==> config.mk <==
export PLATFORM = sky130hd
export DESIGN_NAME = axi_read_master
export DESIGN_NICKNAME = d
export VERILOG_FILES = /design/src/rw_pkg.sv /design/src/axi_pkg.sv /design/src/axi_read_master.sv
export SDC_FILE = /design/constraint.sdc
export NUM_CORES = 1
export LEC_CHECK = 0
export BUFFER_PORTS_ARGS = -buffer_cell sky130_fd_sc_hd__buf_2
export CAP_MARGIN = 30
export CORE_MARGIN = 2
export CORE_UTILIZATION = 53
export DETAILED_ROUTE_END_ITERATION = 16
export PLACE_DENSITY_LB_ADDON = 0.2
export SLEW_MARGIN = 20
export SYNTH_ARGS = -nofsm -noshare
export SYNTH_HDL_FRONTEND = slang
export SYNTH_SLANG_ARGS = --single-unit
==> constraint.sdc <==
create_clock -name clk -period 5.7 [get_ports clk]
set_clock_uncertainty 0.05 [all_clocks]
set_input_delay 1.71 -clock clk [delete_from_list [all_inputs] [get_ports clk]]
set_output_delay 1.71 -clock clk [all_outputs]
set_load 0.1 [all_outputs]
==> src/rw_pkg.sv <==
package rw_pkg;

    localparam int addr_w = 32;
    localparam int data_w = 64;

    // Byte count of one access, 1/2/4/8
    typedef logic [7:0] rw_size_t;

    // Request from a requester, or from the arbiter's shared port
    typedef struct packed {
        logic              valid;
        logic [addr_w-1:0] addr;
        rw_size_t          size;
    } rw_req_t;

    // Response with right-aligned, zero-extended data
    typedef struct packed {
        logic              data_valid;
        logic [data_w-1:0] data;
    } rw_resp_t;

    // Arbiter grant states
    typedef enum logic [1:0] {
        ARB_IDLE,
        ARB_MEM,
        ARB_IF
    } arb_state_t;

endpackage

==> src/axi_pkg.sv <==
package axi_pkg;

    // SRAM geometry
    localparam int sram_words = 512;
    localparam int sram_idx_w = $clog2(sram_words);
    localparam int sram_bytes = sram_words * (rw_pkg::data_w / 8);
    localparam logic [rw_pkg::addr_w-1:0] sram_base = '0;

    typedef enum logic [1:0] {
        FIXED = 2'b00,
        INCR  = 2'b01
    } axi_burst_e;

    typedef enum logic [1:0] {
        OKAY   = 2'b00,
        SLVERR = 2'b10
    } axi_resp_e;

    // Read address channel
    typedef struct packed {
        logic                      arvalid;
        logic [rw_pkg::addr_w-1:0] araddr;
        logic [7:0]                arlen;   // Beats minus one
        logic [2:0]                arsize;  // log2 of bytes per beat
        axi_burst_e                arburst;
    } axi_ar_t;

    // Read data channel
    typedef struct packed {
        logic                      rvalid;
        logic [rw_pkg::data_w-1:0] rdata;
        axi_resp_e                 rresp;
        logic                      rlast;
    } axi_r_t;

    // Read master states
    typedef enum logic [1:0] {
        M_IDLE,
        M_AR,
        M_R,
        M_RESP
    } mst_state_t;

endpackage

==> src/axi_read_master.sv <==
`timescale 1ns/1ps

module axi_read_master (
    input  logic             clk,
    input  logic             reset_i,
    // Shared request port
    input  rw_pkg::rw_req_t  req_i,
    output logic             ready_o,
    output rw_pkg::rw_resp_t resp_o,
    input  logic             data_ready_i,
    // AXI read channels
    output axi_pkg::axi_ar_t ar_o,
    input  logic             arready_i,
    input  axi_pkg::axi_r_t  r_i,
    output logic             rready_o
);
    import rw_pkg::*;
    import axi_pkg::*;

    mst_state_t        state_q;
    logic [addr_w-1:0] addr_q;
    rw_size_t          size_q;
    logic [data_w-1:0] data_q;
    logic [data_w-1:0] shifted;

    function automatic logic [2:0] size_to_arsize(input rw_size_t size);
        case (size)
            8'd1:    return 3'd0;
            8'd2:    return 3'd1;
            8'd4:    return 3'd2;
            default: return 3'd3;
        endcase
    endfunction

    // Keeps the low size bytes
    function automatic logic [data_w-1:0] size_mask(input rw_size_t size);
        case (size)
            8'd1:    return 64'h0000_0000_0000_00ff;
            8'd2:    return 64'h0000_0000_0000_ffff;
            8'd4:    return 64'h0000_0000_ffff_ffff;
            default: return 64'hffff_ffff_ffff_ffff;
        endcase
    endfunction

    // Addressed byte lane moved down to bit 0
    assign shifted = r_i.rdata >> {addr_q[2:0], 3'b000};

    always_ff @(posedge clk) begin
        if (reset_i) begin
            state_q <= M_IDLE;
        end else begin
            case (state_q)
                M_IDLE: if (req_i.valid) state_q <= M_AR;
                M_AR:   if (arready_i) state_q <= M_R;
                M_R:    if (r_i.rvalid) state_q <= M_RESP;
                M_RESP: if (data_ready_i) state_q <= M_IDLE;
                default: state_q <= M_IDLE;
            endcase
        end
    end

    always_ff @(posedge clk) begin
        if (state_q == M_IDLE && req_i.valid) begin
            addr_q <= req_i.addr;
            size_q <= req_i.size;
        end
        if (state_q == M_R && r_i.rvalid) begin
            // Error beat completes with zero data
            data_q <= (r_i.rresp == OKAY) ? (shifted & size_mask(size_q)) : '0;
        end
    end

    assign ready_o  = (state_q == M_IDLE);
    assign rready_o = (state_q == M_R);

    always_comb begin
        ar_o.arvalid = (state_q == M_AR);
        ar_o.araddr  = addr_q;
        ar_o.arlen   = 8'd0;  // Single beat
        ar_o.arsize  = size_to_arsize(size_q);
        ar_o.arburst = INCR;
    end

    always_comb begin
        resp_o.data_valid = (state_q == M_RESP);
        resp_o.data       = data_q;
    end

endmodule

==> results.ini <==
[clock_tree]
cts_buffers=9
cts_tree=built
h-tree-depth=3
hold_buffers=0
cts.sinks=106
clk_pin_slew_worst_paths_ns=0.10
ctsResizeCount=0
clock_latency_ns=0.37
cts_setup_buffers=0
root_buffer=clkbuf_8
clk_path_buf_depth=2

[worst_setup_path]
crit_fanout=4
max_stage_delay_ns=0.40
worstPathCellList=nor3_2, nand2_1, or3_1, buf_2
timing.rr.start=addr_q[1]
critical-path-slowest-cell=edfxtp_1
start_kind=register
worstRegToRegCells=5
critPathCaptureType=output port
crit_arrival_ns=1.84
cp.required_ns=3.94
crit_type=reg -> out
rrSetupSlack_ns=3.27
worstReg2RegEnd=data_q[10]

[synthesis]
ys_warn_count=0
synth_most_common_cell=edfxtp_1
synthMuxAreaShare=0.138
synthAdderAreaFrac=0.00902
synth_edf_count=104
synth.distinct_cells=39
async_flop_share=0
synth_top_area_cell=edfxtp_1
yosys.area_share.simple=0.118
synthTopCellsByCount=edfxtp_1, nor2_1, mux2i_1, nand2_1, mux2_2
synth-seq-cells=106
syn_avg_cell_area_um2=12.6
ys_seq_area_frac=0.570
synth_top_family_by_area=multiplexers
yosys_most_used_dff=edfxtp_1
synthTopCellsByArea=edfxtp_1, mux2i_1, mux2_2
synth-compound-area-share=0.106
syn_inst=441
netlist_area_um2=5550
synth_top_area_share=0.563
synth_xor_xnor_area_share=0.00316

[sta]
finalCritPeriodShare=0.631
max_freq_ghz=0.278
fin_setup_tns_ns=0
hold_viol=0
fin_crit_ns=3.60
setup_viol=0
slew_headroom=0.368
worst_slew_pin_slew_ns=0.945
rsz0062_at_grt=false
report.final.slew_viol_count=0
final.setup.worst_slack_ns=2.10

[die]
initial_utilization=0.542
die_w_um=106
dieArea_um2=11300
io_pins=226
std_cell_rows=37
die_h_um=106
fp.coreArea_um2=10200

[global_route]
antenna_found_initial=0
groute.usage.overall=0.260
grt_max_degree=79
globalRouteOverflowTotal=0
grt_pass1_wl_mm=22.2
grt_pass1_vias=4302

[cells_and_area]
diodes=0
design_area_um2=6780
drive_gt1_frac=0.429
multi_input_area_um2=2120
fill_cells=820
regArea_um2=3160
synthToLayoutAreaGrowth_pct=22.3
num-nets-final=756
final_util=0.663
final_cells=780

[detailed_routing]
viasPerCell=5.62
finalWirelength_mm=15.1
post_drt_wl_per_cell_um=19.3
ant_nets=0
vias=4387
drt_iter0_drc=275
drc_errors=0
dr.pass1.iters=6

[hold_path]
min_from=state_q[0]
hp-class=reg -> reg
hold_depth=2
hold_end=state_q[0]

[pwr]
leakagePower_nw=2.83
p_per_area_nw_per_um2=467
peakVddDrop_v=0.000354

[place]
placed_area_um2=6560
pre_cts_slack_ns=2.22
port_buffers=213
hpwl_mm=10.9
place_congestion=0.892
place_inst=762

[job]
cap_viol_max_count=0

[outcome]
outcome=completed

## sequential cells by signal (all words and copies together) (netlist names)
register	cells
size_q	8
data_q	64
state_q	2
addr_q	32
## cells by family after synthesis
family / Yosys count
xor+xnor: 2
flops: 106
other cells: 2
compound gates: 75
mux: 73
fa+ha+maj: 4
buf+inv: 45
simple gates: 134
## where the power goes
| part | internal, mW | total [mW] | switching, mW |
|---|---|---|---|
| logic | 0.337 | 1.65 | 1.31 |
| clock network | 0.163 | 0.433 | 0.270 |
| registers | 1.04 | 1.09 | 0.0525 |
## critical path: cells and delay by family, from the launching register on
family	cells	cell delay, ns
simple gates	3	0.77
flops	1	0.40
buf+inv	1	0.30
## cell type report
| class | instances | area share |
|---|---|---|
| flip-flops and latches | 106 | 0.466 |
| multi-input cells | 299 | 0.312 |
| repair buffers | 219 | 0.169 |
| well taps | 136 | 0.0251 |
| clock buffers | 9 | 0.0183 |
| clock inverters | 7 | 0.00756 |
| inverters | 4 | 0.00221 |
## layer usage
| layer | routed length [um] | GRT usage |
|---|---|---|
| met1 | 5800 | 0.322 |
| met2 | 7590 | 0.446 |
| met3 | 1400 | 0.0699 |
| met4 | 293 | 0.0808 |
| met5 | 0 | 0 |
## worst max path at each step
stage / cells past startpoint / slack, ns / endpoint / start
after floorplan: 1 / 2.01 / data_q[0] / r_i[67]
after global routing: 4 / 2.03 / ar_o[3] / size_q[3]
after detailed placement: 3 / 2.22 / data_q[49] / r_i[67]
after CTS: 4 / 2.09 / ar_o[3] / size_q[3]
after global placement: 3 / 2.25 / data_q[49] / r_i[67]
final: 4 / 2.10 / ar_o[3] / size_q[3]
## placed cells by master, fill, tap and decap left out, drive strengths merged, types with 3 or more instances in the layout
master,n
and3,3
nand2,28
and2,12
nor3b,8
nor2,51
mux2,27
buf,219
a21oi,12
o21ba,4
clkinv,4
a2bb2oi,9
nor3,10
clkbuf,9
a222oi,5
ha,4
a221oi,3
conb,11
mux2i,46
inv,7
edfxtp,104
o22ai,21
nand2b,4
a211oi,17
nor2b,13
## per-stage QoR
| step | hold WS (ns) | power, mW |
|---|---|---|
| final | 0.516 | 3.17 |
| after global routing | 0.543 | 3.28 |
| after CTS | 0.509 | 3.16 |
| after detailed placement | 0.497 | 2.74 |
| after global placement | 0.471 | 2.71 |
| after floorplan | 0.455 | 2.50 |
No activity file was read; power rests on OpenSTA's default activity.
