[src/rw_pkg.sv]
package rw_pkg;

    localparam int addr_w = 32;
    localparam int data_w = 64;

    // Byte count of one access, 1/2/4/8
    typedef logic [7:0] rw_size_t;

    // Request from a requester, or from the arbiter's shared port
    typedef struct packed {
        logic              valid;
        logic [addr_w-1:0] addr;
        rw_size_t          size;
    } rw_req_t;

    // Response with right-aligned, zero-extended data
    typedef struct packed {
        logic              data_valid;
        logic [data_w-1:0] data;
    } rw_resp_t;

    // Arbiter grant states
    typedef enum logic [1:0] {
        ARB_IDLE,
        ARB_MEM,
        ARB_IF
    } arb_state_t;

endpackage

[src/read_arbiter.sv]
`timescale 1ns/1ps

module read_arbiter (
    input  logic             clk,
    input  logic             reset_i,
    // MEM requester
    input  rw_pkg::rw_req_t  mem_req_i,
    output logic             mem_ready_o,
    output rw_pkg::rw_resp_t mem_resp_o,
    input  logic             mem_data_ready_i,
    // IF requester
    input  rw_pkg::rw_req_t  if_req_i,
    output logic             if_ready_o,
    output rw_pkg::rw_resp_t if_resp_o,
    input  logic             if_data_ready_i,
    // Shared port toward the read master
    output rw_pkg::rw_req_t  s_req_o,
    input  logic             s_ready_i,
    input  rw_pkg::rw_resp_t s_resp_i,
    output logic             s_data_ready_o
);
    import rw_pkg::*;

    arb_state_t state_q;
    arb_state_t state_d;
    logic       mem_owns;
    logic       if_owns;

    assign mem_owns = (state_q == ARB_MEM);
    assign if_owns  = (state_q == ARB_IF);

    // MEM wins a tie, grant held until the owner's response completes
    always_comb begin
        state_d = state_q;
        case (state_q)
            ARB_IDLE: begin
                if (mem_req_i.valid) begin
                    state_d = ARB_MEM;
                end else if (if_req_i.valid) begin
                    state_d = ARB_IF;
                end
            end
            ARB_MEM: begin
                if (s_resp_i.data_valid && mem_data_ready_i) begin
                    state_d = ARB_IDLE;
                end
            end
            ARB_IF: begin
                if (s_resp_i.data_valid && if_data_ready_i) begin
                    state_d = ARB_IDLE;
                end
            end
            default: state_d = ARB_IDLE;
        endcase
    end

    always_ff @(posedge clk) begin
        if (reset_i) begin
            state_q <= ARB_IDLE;
        end else begin
            state_q <= state_d;
        end
    end

    // Owner's request goes out, nothing while idle
    assign s_req_o = mem_owns ? mem_req_i :
                     if_owns  ? if_req_i  : '0;
    assign s_data_ready_o = (mem_owns && mem_data_ready_i) ||
                            (if_owns && if_data_ready_i);

    // Non-owner sees zeros
    assign mem_ready_o = mem_owns && s_ready_i;
    assign if_ready_o  = if_owns && s_ready_i;
    assign mem_resp_o  = mem_owns ? s_resp_i : '0;
    assign if_resp_o   = if_owns ? s_resp_i : '0;

endmodule

[config.mk]
export PLATFORM = sky130hd
export DESIGN_NAME = read_arbiter
export DESIGN_NICKNAME = d
export VERILOG_FILES = /design/src/rw_pkg.sv /design/src/read_arbiter.sv
export SDC_FILE = /design/constraint.sdc
export NUM_CORES = 1
export LEC_CHECK = 0
export BUFFER_PORTS_ARGS = -buffer_cell sky130_fd_sc_hd__buf_4
export CAP_MARGIN = 15
export CORE_AREA = 2 2 125 127
export CTS_CLUSTER_DIAMETER = 120
export DETAILED_ROUTE_END_ITERATION = 10
export DIE_AREA = 0 0 127 129
export GPL_TIMING_DRIVEN = 0
export PLACE_DENSITY = 0.46
export SYNTH_ARGS = -nofsm -noshare
export SYNTH_HDL_FRONTEND = slang
export SYNTH_SLANG_ARGS = --single-unit
[constraint.sdc]
create_clock -name clk -period 1.3 [get_ports clk]
set_clock_uncertainty 0.1 [all_clocks]
set_input_delay 0.065 -clock clk [delete_from_list [all_inputs] [get_ports clk]]
set_output_delay 0.065 -clock clk [all_outputs]
set_load 0.02 [all_outputs]
==> impl_metrics.env <==
export IMPL_synth_area_um2=1460
export IMPL_cts_tree="done"
export IMPL_core_area_um2=15000
export IMPL_largest_reg_flops=2
export IMPL_top_regs="state_q x2"
export IMPL_yosysTopAreaCell="and2_1"
export IMPL_die_area_um2=16400
export IMPL_dp_hpwl_um=8790
export IMPL_drive_above_1_share_pct=76.8
export IMPL_min_path_type="in -> reg"
export IMPL_layout_setup_ws_ns=-0.331
export IMPL_yosysUniqueCellTypes=14
export IMPL_antenna_found_initial=0
export IMPL_dieHeight_um=129
export IMPL_worstPathArrival_ns=1.47
export IMPL_yosysWarnings=0
export IMPL_portBuffers=325
export IMPL_vdd_ir_drop_max_mv=0.508
export IMPL_grt_max_degree=11
export IMPL_hold_violations=0
export IMPL_overflow=0
export IMPL_syn_to_final_growth_pct=248
export IMPL_grt_pass1_wl_um=15100
export IMPL_cts_root_buffer="clkbuf_16"
export IMPL_synth_seq_cells=2
export IMPL_dr_first_iter_drc_count=38
export IMPL_rsz0062_at_grt="yes"
export IMPL_setup_tns_ns=-42.37
export IMPL_setup_worst_path_end_class="output port"
export IMPL_totalWireLength_um=10900
export IMPL_synth_top_area_share_pct=56.7
export IMPL_gp_congestion=0.811
export IMPL_cp_required_ns=1.13
export IMPL_power_density_nw_per_um2=528
export IMPL_synth_fp_nets=361
export IMPL_nets=710
export IMPL_row_count=45
export IMPL_synthMuxAreaShare_pct=0
export IMPL_startpoint="state_q[1]"
export IMPL_clock_latency_ns=0.22
export IMPL_synth_compound_area_share_pct=25.9
export IMPL_swShare_pct=37.5
export IMPL_failed_checks="setup timing"
export IMPL_layout_min_cycle_time_ns=1.63
export IMPL_maxCapViolations=0
export IMPL_drc=0
export IMPL_cellLeakagePower_nw=2.72
export IMPL_pwr_share_clk_pct=17.2
export IMPL_grt_pass1_vias=2923
export IMPL_crit_type="reg -> out"
export IMPL_synth_top_family_by_area="simple AND/OR/NAND/NOR gates"
export IMPL_power_switching_mw=1.01
export IMPL_dr_total_vias=2879
export IMPL_numClockSinks=2
export IMPL_avgSynthCellArea_um2=6.97
export IMPL_power_mw=2.68
export IMPL_clkSlewWorstSetupHoldPaths_ns=0.03
export IMPL_top_register="state_q"
export IMPL_seq_area_frac_synth_pct=2.75
export IMPL_die_w_um=127
export IMPL_period_share_pct=125
export IMPL_r2r_slack_ns=0.32
export IMPL_cts_path_max_buffers=2
export IMPL_maxSlewViolCount=0
export IMPL_htreeDepth=1
export IMPL_numCtsBuffers=3
export IMPL_tightest_slew_ns=0.220
export IMPL_relSlewSlack_pct=85.2
export IMPL_synth_xor_area_share_pct=0
export IMPL_diodes=0
export IMPL_status="finished, violations left"
export IMPL_ant_nets=0
export IMPL_avgRoutedWirePerCell_um=14.6
export IMPL_avgViaCountPerCell=3.87
export IMPL_endpoint="s_req_o[3]"
export IMPL_r2r_start="state_q[0]"
export IMPL_grt_util_all_layers_pct=11.5
export IMPL_rr_endpoint="state_q[0]"
export IMPL_reg2regPathDepth=3
export IMPL_first_pass_iters=4
export IMPL_start_util_pct=9.73
export IMPL_setup_viol=174
export IMPL_num_io_pins=326
export IMPL_synthAdderAreaFrac_pct=0
export IMPL_worstPathMaxFanout=6
export IMPL_power_share_sequential_pct=2.7
export IMPL_internal_power_mw=1.67
export IMPL_netlist_instances=209
export IMPL_yosys_area_share_simple_pct=59.7
export IMPL_pwr_share_comb_pct=80.1
export IMPL_startpoint_type="flop"
export IMPL_fmax_ghz=0.613
export IMPL_ys_top_cells_by_area="and2_1 (57%), a22o_1 (25%), buf_6 (4.6%), clkbuf_2 (3.4%), dfxtp_1 (2.7%)"
export IMPL_final_core_util_pct=33.9
## layout by cell type (no fill, tap or decap)
| master | netlist | routed |
|---|---|---|
| nor4_1 | 1 | 1 |
| nor2_1 | 2 | 2 |
| clkbuf_4 | 0 | 5 |
| buf_6 | 6 | 88 |
| buf_16 | 0 | 1 |
| nor2b_4 | 0 | 2 |
| and2_4 | 0 | 53 |
| and2_1 | 132 | 79 |
| nand3_1 | 1 | 1 |
| dfxtp_4 | 0 | 2 |
| buf_12 | 0 | 6 |
| nor2b_1 | 3 | 1 |
| buf_8 | 1 | 11 |
| o211a_1 | 1 | 1 |
| and3_1 | 1 | 1 |
| dlygate4sd3_1 | 0 | 1 |
| a22o_1 | 42 | 42 |
| clkbuf_8 | 0 | 2 |
| buf_4 | 1 | 252 |
| clkbuf_16 | 0 | 5 |
## repair_timing
action | CTS | global route
setup buffers | 7 | 2
cloned | 9 | 1
hold endpoints to repair | 1 | 0
hold buffers | 1 | 0
endpoints found under the setup margin | 174 | 174
pin swaps | 46 | 10
resized for setup | 169 | 26
## how the worst min path moves through the flow
stage | start | end | slack, ns | cells after the start
global route | mem_data_ready_i | state_q[0] | 0.07 | 3
finish | mem_req_i[40] | state_q[0] | 0.05 | 3
global placement | reset_i | state_q[0] | 0.14 | 2
floorplan | reset_i | state_q[0] | 0.04 | 1
CTS | mem_data_ready_i | state_q[0] | 0.05 | 3
detailed placement | reset_i | state_q[0] | 0.15 | 2
## cell type report
class | count | area [um2]
Clock buffer | 3 | 75.1
Tap cell | 188 | 235
Fill cell | 1579 | 9900
Sequential cell | 2 | 47.5
Buffer | 24 | 298
Multi-Input combinational cell | 183 | 1400
Timing Repair Buffer | 344 | 3020
## layer usage
layer	track usage (%)	share of wire (%)	wire length (um)
met4	1.16	0.18	19
met5	0	0	0
met2	23.4	57	6140
met3	2.25	8.2	892
met1	12.6	35	3800
## power groups by stage
stage          clock (mW)  sequential (mW)  combinational (mW)
3_3_place_gp            0           0.0724                1.75
6_report            0.462           0.0725                2.15
3_5_place_dp            0           0.0729                1.75
2_1_floorplan           0           0.0716               0.808
4_1_cts             0.469           0.0725                2.12
5_1_grt             0.478           0.0737                2.28
## synth_stat cells (all sizes together)
cell type and count:
and2 132, a22o 42, buf 14, clkbuf 10, nor2b 3, dfxtp 2, nor2 2, and3 1
nand3 1, nor4 1, o211a 1
## cell families after synthesis
group                  after synthesis
AO/OA/AOI/OAI                       43
buffers and inverters               24
flip-flops                           2
AND/OR/NAND/NOR                    140
## per-stage QoR
stage	std cells	area [um2]	hold WS (ns)	setup slack, ns
2_1_floorplan	209	1460	0.0419	0.0293
3_3_place_gp	722	4130	0.142	-0.174
3_5_place_dp	722	4130	0.150	-0.191
4_1_cts	742	4970	0.0490	-0.339
5_1_grt	744	5070	0.0653	-0.396
6_report	744	5070	0.0505	-0.331
## critical path, cell delays in order (launching register included)
cell and delay, ns:
dfxtp_4 0.34, nor2b_4 0.14, buf_8 0.14, buf_12 0.14, buf_12 0.12, a22o_1 0.23
buf_6 0.13
Note: power is estimated with default switching activity, not from simulation.
